===== src/hdl/gf_pkg.sv =====
package gf_pkg;

  // one field element of GF(2^6).
  localparam int sym_w = 6;

  // the transpose needs a square bit matrix.
  localparam int num_lanes = 6;

  localparam int block_w = num_lanes * sym_w;

  // up to 15 rounds.
  localparam int round_cnt_w = 4;

  // rotation amount of the round key.
  localparam int rot_w = $clog2(block_w);

  // engine sequencing.
  typedef enum logic [2:0] {
    st_idle,
    st_mix,   // mixed word in the lanes.
    st_sub,   // lanes return S.
    st_perm,  // transposed word held, pick next step.
    st_done
  } eng_state_e;

endpackage


===== src/hdl/wb_pkg.sv =====
package wb_pkg;

  localparam int wb_addr_w = 3;
  localparam int wb_data_w = 32;

  // register map, word addresses.
  localparam logic [wb_addr_w-1:0] reg_ctrl   = 3'd0;
  localparam logic [wb_addr_w-1:0] reg_status = 3'd1;
  localparam logic [wb_addr_w-1:0] reg_pt_lo  = 3'd2;
  localparam logic [wb_addr_w-1:0] reg_pt_hi  = 3'd3;
  localparam logic [wb_addr_w-1:0] reg_key_lo = 3'd4;
  localparam logic [wb_addr_w-1:0] reg_key_hi = 3'd5;
  localparam logic [wb_addr_w-1:0] reg_ct_lo  = 3'd6;
  localparam logic [wb_addr_w-1:0] reg_ct_hi  = 3'd7;

  // three lanes per lo/hi register.
  localparam int half_w = 18;

  // round count field in ctrl.
  localparam int ctrl_rnd_lsb = 4;

  // ctrl bits 1:0.
  typedef enum logic [1:0] {
    cmd_none  = 2'd0,
    cmd_start = 2'd1,
    cmd_clear = 2'd2
  } cmd_op_e;

endpackage


===== src/hdl/round_collector.sv =====
`timescale 1ns/1ps

module round_collector import gf_pkg::*; (
  input  logic                            clk,
  input  logic                            arst_n,
  input  logic                            clear,
  input  logic                            start,
  input  logic [block_w-1:0]              key,
  input  logic [round_cnt_w-1:0]          rounds,
  input  logic [num_lanes-1:0][sym_w-1:0] lane_out,
  input  logic [num_lanes-1:0]            out_vld,
  output logic [block_w-1:0]              state,
  output logic                            busy,
  output logic                            done,
  output logic [round_cnt_w-1:0]          round_idx,
  output logic                            next_round
);

  eng_state_e                      st;
  logic [round_cnt_w-1:0]          last_idx;
  logic                            last_q;    // stored word was the final round.
  logic                            last;
  logic [num_lanes-1:0][sym_w-1:0] xposed;

  // bit i of lane j goes to bit j of lane i.
  always_comb begin
    for (int i = 0; i < num_lanes; i++) begin
      for (int j = 0; j < sym_w; j++) begin
        xposed[i][j] = lane_out[j][i];
      end
    end
  end

  assign last       = (round_idx == last_idx);
  assign busy       = (st == st_mix) || (st == st_sub) || (st == st_perm);
  assign done       = (st == st_done);
  assign next_round = (st == st_perm) && !last_q;

  always_ff @(posedge clk or negedge arst_n) begin
    if (!arst_n) begin
      st        <= st_idle;
      round_idx <= '0;
      last_idx  <= '0;
      last_q    <= 1'b0;
      state     <= '0;
    end else if (clear) begin
      st        <= st_idle;
      round_idx <= '0;
      last_q    <= 1'b0;
      state     <= '0;
    end else begin
      case (st)
        st_idle, st_done: begin
          if (start) begin
            st        <= st_mix;
            round_idx <= '0;
            last_idx  <= (rounds == '0) ? '0 : rounds - 1'b1; // zero runs once.
          end
        end
        st_mix: st <= st_sub;
        st_sub: begin
          if (&out_vld) begin
            state  <= last ? (xposed ^ key) : xposed; // whiten after the final round.
            last_q <= last;
            if (!last) round_idx <= round_idx + 1'b1;
            st     <= st_perm;
          end
        end
        st_perm: st <= last_q ? st_done : st_mix;
        default: st <= st_idle;
      endcase
    end
  end

endmodule


===== src/hdl/round_loader.sv =====
`timescale 1ns/1ps

module round_loader import gf_pkg::*; (
  input  logic                              clk,
  input  logic                              arst_n,
  input  logic                              start,
  input  logic                              clear,
  input  logic [block_w-1:0]                pt,
  input  logic [block_w-1:0]                key,
  input  logic [block_w-1:0]                state,
  input  logic [round_cnt_w-1:0]            round_idx,
  input  logic                              next_round,
  output logic [num_lanes-1:0][sym_w-1:0]   lane_in,
  output logic                              lane_vld
);

  logic [round_cnt_w-1:0] idx;
  logic [rot_w-1:0]       rot;
  logic [2*block_w-1:0]   dbl;
  logic [block_w-1:0]     rk;
  logic [block_w-1:0]     mixed;

  // round 0 on start, the collector has not cleared its counter yet.
  assign idx = start ? '0 : round_idx;

  // six bits per round, wraps every num_lanes rounds.
  assign rot = rot_w'(sym_w * (idx % num_lanes));

  always_comb begin
    dbl   = {key, key} << rot;
    rk    = dbl[2*block_w-1:block_w]; // rotate left.
    mixed = (start ? pt : state) ^ rk;
  end

  always_ff @(posedge clk or negedge arst_n) begin
    if (!arst_n) begin
      lane_vld <= 1'b0;
    end else if (clear) begin
      lane_vld <= 1'b0;
    end else begin
      lane_vld <= start | next_round;
    end
  end

  always_ff @(posedge clk) begin
    if (start | next_round) lane_in <= mixed;
  end

endmodule


===== src/hdl/sbox_lane.sv =====
`timescale 1ns/1ps

module sbox_lane import gf_pkg::*; (
  input  logic             clk,
  input  logic             arst_n,
  input  logic [sym_w-1:0] in_sym,
  input  logic             in_vld,
  output logic [sym_w-1:0] out_sym,
  output logic             out_vld
);

  logic [sym_w-1:0] s_val;

  sbox_power13 u_sbox (
    .x (in_sym),
    .y (s_val)
  );

  always_ff @(posedge clk or negedge arst_n) begin
    if (!arst_n) out_vld <= 1'b0;
    else         out_vld <= in_vld;
  end

  always_ff @(posedge clk) begin
    if (in_vld) out_sym <= s_val;
  end

endmodule


===== src/hdl/sbox_power13.sv =====
`timescale 1ns/1ps

// y = x^13 in GF(2^6), evaluated over the GF(4) tower.
module sbox_power13 import gf_pkg::*; (
  input  logic [sym_w-1:0] x,
  output logic [sym_w-1:0] y
);

  function automatic logic [1:0] gf4_sq(input logic [1:0] a);
    return {a[0], a[1]}; // frobenius is a bit swap.
  endfunction

  function automatic logic [1:0] gf4_mul(input logic [1:0] a, input logic [1:0] b);
    logic t;
    t = (a[0] & b[1]) ^ (a[1] & b[0]);
    return {(a[0] & b[0]) ^ t, (a[1] & b[1]) ^ t};
  endfunction

  // a^3 * b, a^3 is 1 for any nonzero a.
  function automatic logic [1:0] gf4_scale(input logic [1:0] a, input logic [1:0] b);
    return b & {2{a[0] | a[1]}};
  endfunction

  logic [sym_w-1:0] w;
  logic [sym_w-1:0] p;
  logic [1:0] x0, x1, x2;
  logic [1:0] y0, y1, y2;
  logic [1:0] x3, x4, x5, x6, x7, x8;
  logic [1:0] x9, x10, x11, x12, x13, x14;

  // into the composite field.
  assign w[0] = x[0] ^ x[2] ^ x[3];
  assign w[1] = x[0] ^ x[1] ^ x[5];
  assign w[2] = x[0] ^ x[1] ^ x[2];
  assign w[3] = x[0] ^ x[2] ^ x[4] ^ x[5];
  assign w[4] = x[0] ^ x[4] ^ x[5];
  assign w[5] = x[0] ^ x[2] ^ x[5];

  assign x0 = w[1:0];
  assign x1 = w[3:2];
  assign x2 = w[5:4];

  always_comb begin
    y0  = gf4_sq(x0);
    y1  = gf4_sq(x1);
    y2  = gf4_sq(x2);
    x3  = gf4_scale(x0, x1);
    x4  = gf4_scale(x0, x2);
    x5  = gf4_scale(x1, x0);
    x6  = gf4_scale(x1, x2);
    x7  = gf4_scale(x2, x0);
    x8  = gf4_scale(x2, x1);
    x9  = gf4_mul(y0, y1);
    x10 = gf4_mul(y0, y2);
    x11 = gf4_mul(y1, y2);
    x12 = gf4_mul(y0, gf4_mul(x1, x2));
    x13 = gf4_mul(y1, gf4_mul(x0, x2));
    x14 = gf4_mul(y2, gf4_mul(x0, x1));
  end

  // fixed sum network, one per output digit.
  assign p[1:0] = x0 ^ x1 ^ x5 ^ x6 ^ x7 ^ x9 ^ x10 ^ x12 ^ x14;
  assign p[3:2] = x1 ^ x2 ^ x3 ^ x7 ^ x8 ^ x9 ^ x11 ^ x12 ^ x13;
  assign p[5:4] = x0 ^ x2 ^ x3 ^ x4 ^ x6 ^ x10 ^ x11 ^ x13 ^ x14;

  // back to polynomial basis.
  assign y[0] = p[3] ^ p[5];
  assign y[1] = p[1] ^ p[4] ^ p[5];
  assign y[2] = p[0] ^ p[4];
  assign y[3] = p[0] ^ p[2] ^ p[3] ^ p[5];
  assign y[4] = p[0] ^ p[1] ^ p[2];
  assign y[5] = p[0] ^ p[3] ^ p[5];

endmodule


===== src/hdl/spn_core_top.sv =====
`timescale 1ns/1ps

module spn_core_top import gf_pkg::*; import wb_pkg::*; (
  input  logic                 clk,
  input  logic                 arst_n,
  input  logic                 cyc,
  input  logic                 stb,
  input  logic                 we,
  input  logic [wb_addr_w-1:0] adr,
  input  logic [wb_data_w-1:0] dat_w,
  output logic [wb_data_w-1:0] dat_r,
  output logic                 ack
);

  logic                            start;
  logic                            clear;
  logic [block_w-1:0]              pt;
  logic [block_w-1:0]              key;
  logic [round_cnt_w-1:0]          rounds;
  logic [block_w-1:0]              state;
  logic                            busy;
  logic                            done;
  logic [round_cnt_w-1:0]          round_idx;
  logic                            next_round;
  logic [num_lanes-1:0][sym_w-1:0] lane_in;
  logic                            lane_vld;
  logic [num_lanes-1:0][sym_w-1:0] lane_out;
  logic [num_lanes-1:0]            out_vld;

  wb_regs u_regs (
    .clk, .arst_n, .cyc, .stb, .we, .adr, .dat_w,
    .state, .busy, .done,
    .dat_r, .ack, .start, .clear, .pt, .key, .rounds
  );

  round_loader u_loader (
    .clk, .arst_n, .start, .clear, .pt, .key, .state,
    .round_idx, .next_round,
    .lane_in, .lane_vld
  );

  for (genvar i = 0; i < num_lanes; i++) begin : g_lane
    sbox_lane u_lane (
      .clk     (clk),
      .arst_n  (arst_n),
      .in_sym  (lane_in[i]),
      .in_vld  (lane_vld),
      .out_sym (lane_out[i]),
      .out_vld (out_vld[i])
    );
  end

  round_collector u_collector (
    .clk, .arst_n, .clear, .start, .key, .rounds,
    .lane_out, .out_vld,
    .state, .busy, .done, .round_idx, .next_round
  );

endmodule


===== src/hdl/wb_regs.sv =====
`timescale 1ns/1ps

module wb_regs import gf_pkg::*; import wb_pkg::*; (
  input  logic                   clk,
  input  logic                   arst_n,
  input  logic                   cyc,
  input  logic                   stb,
  input  logic                   we,
  input  logic [wb_addr_w-1:0]   adr,
  input  logic [wb_data_w-1:0]   dat_w,
  input  logic [block_w-1:0]     state,
  input  logic                   busy,
  input  logic                   done,
  output logic [wb_data_w-1:0]   dat_r,
  output logic                   ack,
  output logic                   start,
  output logic                   clear,
  output logic [block_w-1:0]     pt,
  output logic [block_w-1:0]     key,
  output logic [round_cnt_w-1:0] rounds
);

  logic                 req;
  logic                 wr;
  cmd_op_e              op;
  logic [wb_data_w-1:0] rd_mux;

  assign req = cyc & stb & ~ack; // new access, no wait states.
  assign wr  = req & we;
  assign op  = cmd_op_e'(dat_w[1:0]);

  always_comb begin
    rd_mux = '0;
    case (adr)
      reg_ctrl:   rd_mux[ctrl_rnd_lsb +: round_cnt_w] = rounds;
      reg_status: rd_mux[1:0] = {done, busy};
      reg_pt_lo:  rd_mux[half_w-1:0] = pt[half_w-1:0];
      reg_pt_hi:  rd_mux[half_w-1:0] = pt[block_w-1:half_w];
      reg_key_lo: rd_mux[half_w-1:0] = key[half_w-1:0];
      reg_key_hi: rd_mux[half_w-1:0] = key[block_w-1:half_w];
      reg_ct_lo:  rd_mux[half_w-1:0] = state[half_w-1:0];
      reg_ct_hi:  rd_mux[half_w-1:0] = state[block_w-1:half_w];
      default:    rd_mux = '0;
    endcase
  end

  always_ff @(posedge clk or negedge arst_n) begin
    if (!arst_n) begin
      ack    <= 1'b0;
      start  <= 1'b0;
      clear  <= 1'b0;
      pt     <= '0;
      key    <= '0;
      rounds <= '0;
    end else begin
      ack   <= req;
      start <= 1'b0;
      clear <= 1'b0;
      if (wr) begin
        case (adr)
          reg_ctrl: begin
            rounds <= dat_w[ctrl_rnd_lsb +: round_cnt_w];
            case (op)
              cmd_start: start <= ~busy; // dropped while a block runs.
              cmd_clear: clear <= 1'b1;
              default:   ;
            endcase
          end
          reg_pt_lo:  pt[half_w-1:0]        <= dat_w[half_w-1:0];
          reg_pt_hi:  pt[block_w-1:half_w]  <= dat_w[half_w-1:0];
          reg_key_lo: key[half_w-1:0]       <= dat_w[half_w-1:0];
          reg_key_hi: key[block_w-1:half_w] <= dat_w[half_w-1:0];
          default:    ; // status and result are read only.
        endcase
      end
    end
  end

  always_ff @(posedge clk) begin
    if (req) dat_r <= rd_mux;
  end

endmodule


===== config.mk =====
export PLATFORM = sky130hd
export DESIGN_NAME = spn_core_top
export DESIGN_NICKNAME = d
export VERILOG_FILES = /design/src/hdl/gf_pkg.sv /design/src/hdl/wb_pkg.sv /design/src/hdl/round_collector.sv /design/src/hdl/round_loader.sv /design/src/hdl/sbox_lane.sv /design/src/hdl/sbox_power13.sv /design/src/hdl/spn_core_top.sv /design/src/hdl/wb_regs.sv
export SDC_FILE = /design/constraint.sdc
export NUM_CORES = 1
export LEC_CHECK = 0
export BUFFER_PORTS_ARGS = -buffer_cell sky130_fd_sc_hd__buf_2
export CORE_UTILIZATION = 35
export DETAILED_ROUTE_END_ITERATION = 12
export GPL_TIMING_DRIVEN = 0
export SYNTH_ARGS = -nofsm -noshare
export SYNTH_HDL_FRONTEND = slang
export SYNTH_SLANG_ARGS = --single-unit

===== constraint.sdc =====
create_clock -name clk -period 4.6 [get_ports clk]
set_clock_uncertainty 0.05 [all_clocks]
set_input_delay 0.92 -clock clk [delete_from_list [all_inputs] [get_ports clk]]
set_output_delay 0.92 -clock clk [all_outputs]
set_load 0.02 [all_outputs]

==> metrics.cfg <==
[outcome]
status = complete, no violations

[yosys]
synth_seq_cells = 219
yosys_warnings = 0
synth_top_area_share_pct = 14.4
netlist_area_um2 = 22400
synth_area_leaders = dfrtp_1 14%, edfxtp_1 12%, xnor2_1 8.6%
syn_avg_cell_area_um2 = 8.68
synth_edf_count = 90
synthCells = 2578
async_flop_share_pct = 58.9
yosys.area.top_type = dfrtp_1
ys_types = 101
synth_top_flop_cell = dfrtp_1
synth_most_common_cell = nand2_1
netlist_top_cells_count = 222 x nand2_1, 220 x xnor2_1, 181 x mux2i_1
yosysSeqAreaShare_pct = 26.5

[timing]
setup_tns_ns = 0
slew_headroom_pct = 21.1
setup_violations = 0
tightest_slew_ns = 1.18
fin_crit_sh_pct = 97.7
finalMaxSlewViolations = 0
fmaxAchievable_mhz = 223
fin_ws_ns = 0.106
period_needed_ns = 4.49
hold_viol_final = 0

[detailed_routing]
routedWlPerCell_um = 19.7
ant_nets = 0
vias_per_cell = 5.62
finalWirelength_um = 69600
dr.first_iter.drc_count = 1709
vias = 19800
detail_route.first_pass.iterations = 8
drc = 0

[clock_network]
clk_path_buf_depth = 3
postCtsHoldBufs = 0
cts_tree = done
clk_pin_slew_ns = 0.06
cts_buffers = 26
clk-insertion-delay-late_ns = 0.56
cts_sinks = 219
cts-root-buf = clkbuf_16
h-tree-depth = 1

[global_route]
grt_max_degree = 67
grt_pass1_vias = 18100
antenna_found_initial = 4
grt.total_usage_pct = 21.0
grt_overflow = 0
grt_pass1_wl_um = 107000

[floorplanning]
pin_count = 73
coreArea_um2 = 63100
dieArea_um2 = 64900
start_util_pct = 35.5
rows = 92
die_h_um = 255
die_w_um = 255

[cells_and_area]
area_delta_synth_final_pct = 11.7
multi_input_area_um2 = 15500
drive_gt1_share_pct = 15.0
fin_nets = 2749
fillers = 6400
finalInstanceArea_um2 = 25000
seqCellArea_um2 = 5930

[critical_path]
worst_r2r_endpoint = u_loader.lane_in[30]$_DFFE_PN_
critical_path_required_ns = 4.85
rrSetupSlack_ns = 0.11
worstSetupPathType = reg2reg
cp-end-kind = register
critical_path.max_fanout = 10
reg2reg_depth = 16
arrival_ns = 4.74
critPathLaunchType = register
r2r-start = u_regs.start$_DFF_PN0_

[flow_run]
max-cap-violations = 0

[placed_design]
preCtsSetupSlack_ns = -1.14
place_area_um2 = 23800
hpwl_um = 51800
place_congestion = 0.987
io_buffers = 43

[hold_path]
hold_class = in2async

==> state kept, by name (all words and copies together) (netlist names) <==
| name | cells |
|---|---|
| u_regs.key | 36 |
| u_regs.start | 1 |
| g_lane.u_lane.out_vld | 1 |
| u_collector.state | 36 |
| u_collector.st | 3 |
| u_collector.last_idx | 4 |
| u_regs.ack | 1 |
| u_loader.lane_in | 36 |
| g_lane.u_lane.out_sym | 36 |
| u_regs.pt | 36 |
| u_collector.last_q | 1 |
| u_collector.round_idx | 4 |
| u_loader.lane_vld | 1 |
| u_regs.dat_r | 18 |
| u_regs.clear | 1 |
| u_regs.rounds | 4 |
==> critical path, cell delays in order, from the launching register on <==
cell      delay, ns
dfrtp_1        0.32
clkbuf_4       0.20
and2b_2        0.30
ha_4           0.21
a22o_4         0.27
a21oi_2        0.17
a211oi_2       0.07
buf_4          0.14
xnor2_2        0.19
ha_2           0.22
inv_1          0.06
fa_2           0.65
buf_2          0.30
mux2i_1        0.32
mux2i_1        0.15
mux2i_1        0.20
xor2_1         0.43
==> repair_timing <==
action / in CTS / in global routing
resized for setup: 50 / 42
endpoints found under the setup margin: 39 / 51
pin swaps: 6 / 5
buffers inserted: 4 / 2
==> per-layer routing <==
metal / up-vias / wire length, um / track usage [%]
li1: 9430 / - / -
met1: 9607 / 31900 / 30.0
met2: 655 / 30100 / 31.9
met3: 144 / 4660 / 2.57
met4: 8 / 2950 / 8.52
met5: - / 50 / 0
==> layout make-up <==
| type | count | area share [%] |
|---|---|---|
| Buffer | 207 | 4.07 |
| Inverter | 78 | 1.18 |
| Clock inverter | 17 | 0.636 |
| Multi-Input combinational cell | 2081 | 62.1 |
| Sequential cell | 219 | 23.7 |
| Timing Repair Buffer | 52 | 1.33 |
| Antenna cell | 1 | 0.0100 |
| Clock buffer | 31 | 2.68 |
| Tap cell | 846 | 4.24 |
==> through the flow <==
step                      hold WS (ns)  cells  util [%]
after global placement           0.439   3480      37.6
after floorplan                  0.415   2591         -
final                            0.293   3532      39.6
after global routing             0.350   3531      39.6
after detailed placement         0.443   3483      37.7
after CTS                        0.323   3530      39.2
==> how the worst max path moves through the flow <==
stage | from | endpoint | slack (ns) | depth (start not counted)
after floorplan | u_collector.round_idx[3]$_DFFE_PN0P_ | u_loader.lane_in[15]$_DFFE_PN_ | 0.24 | 17
after global placement | u_collector.round_idx[3]$_DFFE_PN0P_ | u_loader.lane_in[22]$_DFFE_PN_ | -1.14 | 17
after detailed placement | u_collector.round_idx[3]$_DFFE_PN0P_ | u_loader.lane_in[22]$_DFFE_PN_ | -1.14 | 17
after CTS | u_regs.start$_DFF_PN0_ | u_loader.lane_in[9]$_DFFE_PN_ | 0.007 | 15
after global routing | u_regs.start$_DFF_PN0_ | u_loader.lane_in[34]$_DFFE_PN_ | -0.004 | 16
final | u_regs.start$_DFF_PN0_ | u_loader.lane_in[30]$_DFFE_PN_ | 0.11 | 16
==> logic make-up after synthesis <==
group	after synthesis	share of synthesized area [%]
AOI/OAI and AO/OA	625	18.1
xor gates and xnor gates	415	18.3
adders and majority gates	50	2.76
buffers and inverters	291	5.73
DFF	219	26.5
muxes	277	13.2
other	1	0.0168
and+or+nand+nor	700	15.5
==> cell usage in the layout (no fill, tap or decap), types with 68 or more instances in the layout <==
cell and instances:
nor2_1 138, inv_1 68, nand2_1 222, edfxtp_1 90
a21oi_1 138, clkbuf_1 77, dfrtp_1 127, mux2i_1 180
xnor2_1 204, nor3_1 76, xor2_1 151, o21ai_0 164
mux2_2 91, buf_2 112
Power is not shown: default switching activity piles up to over one toggle a cycle in this logic, so the estimate is an artifact.
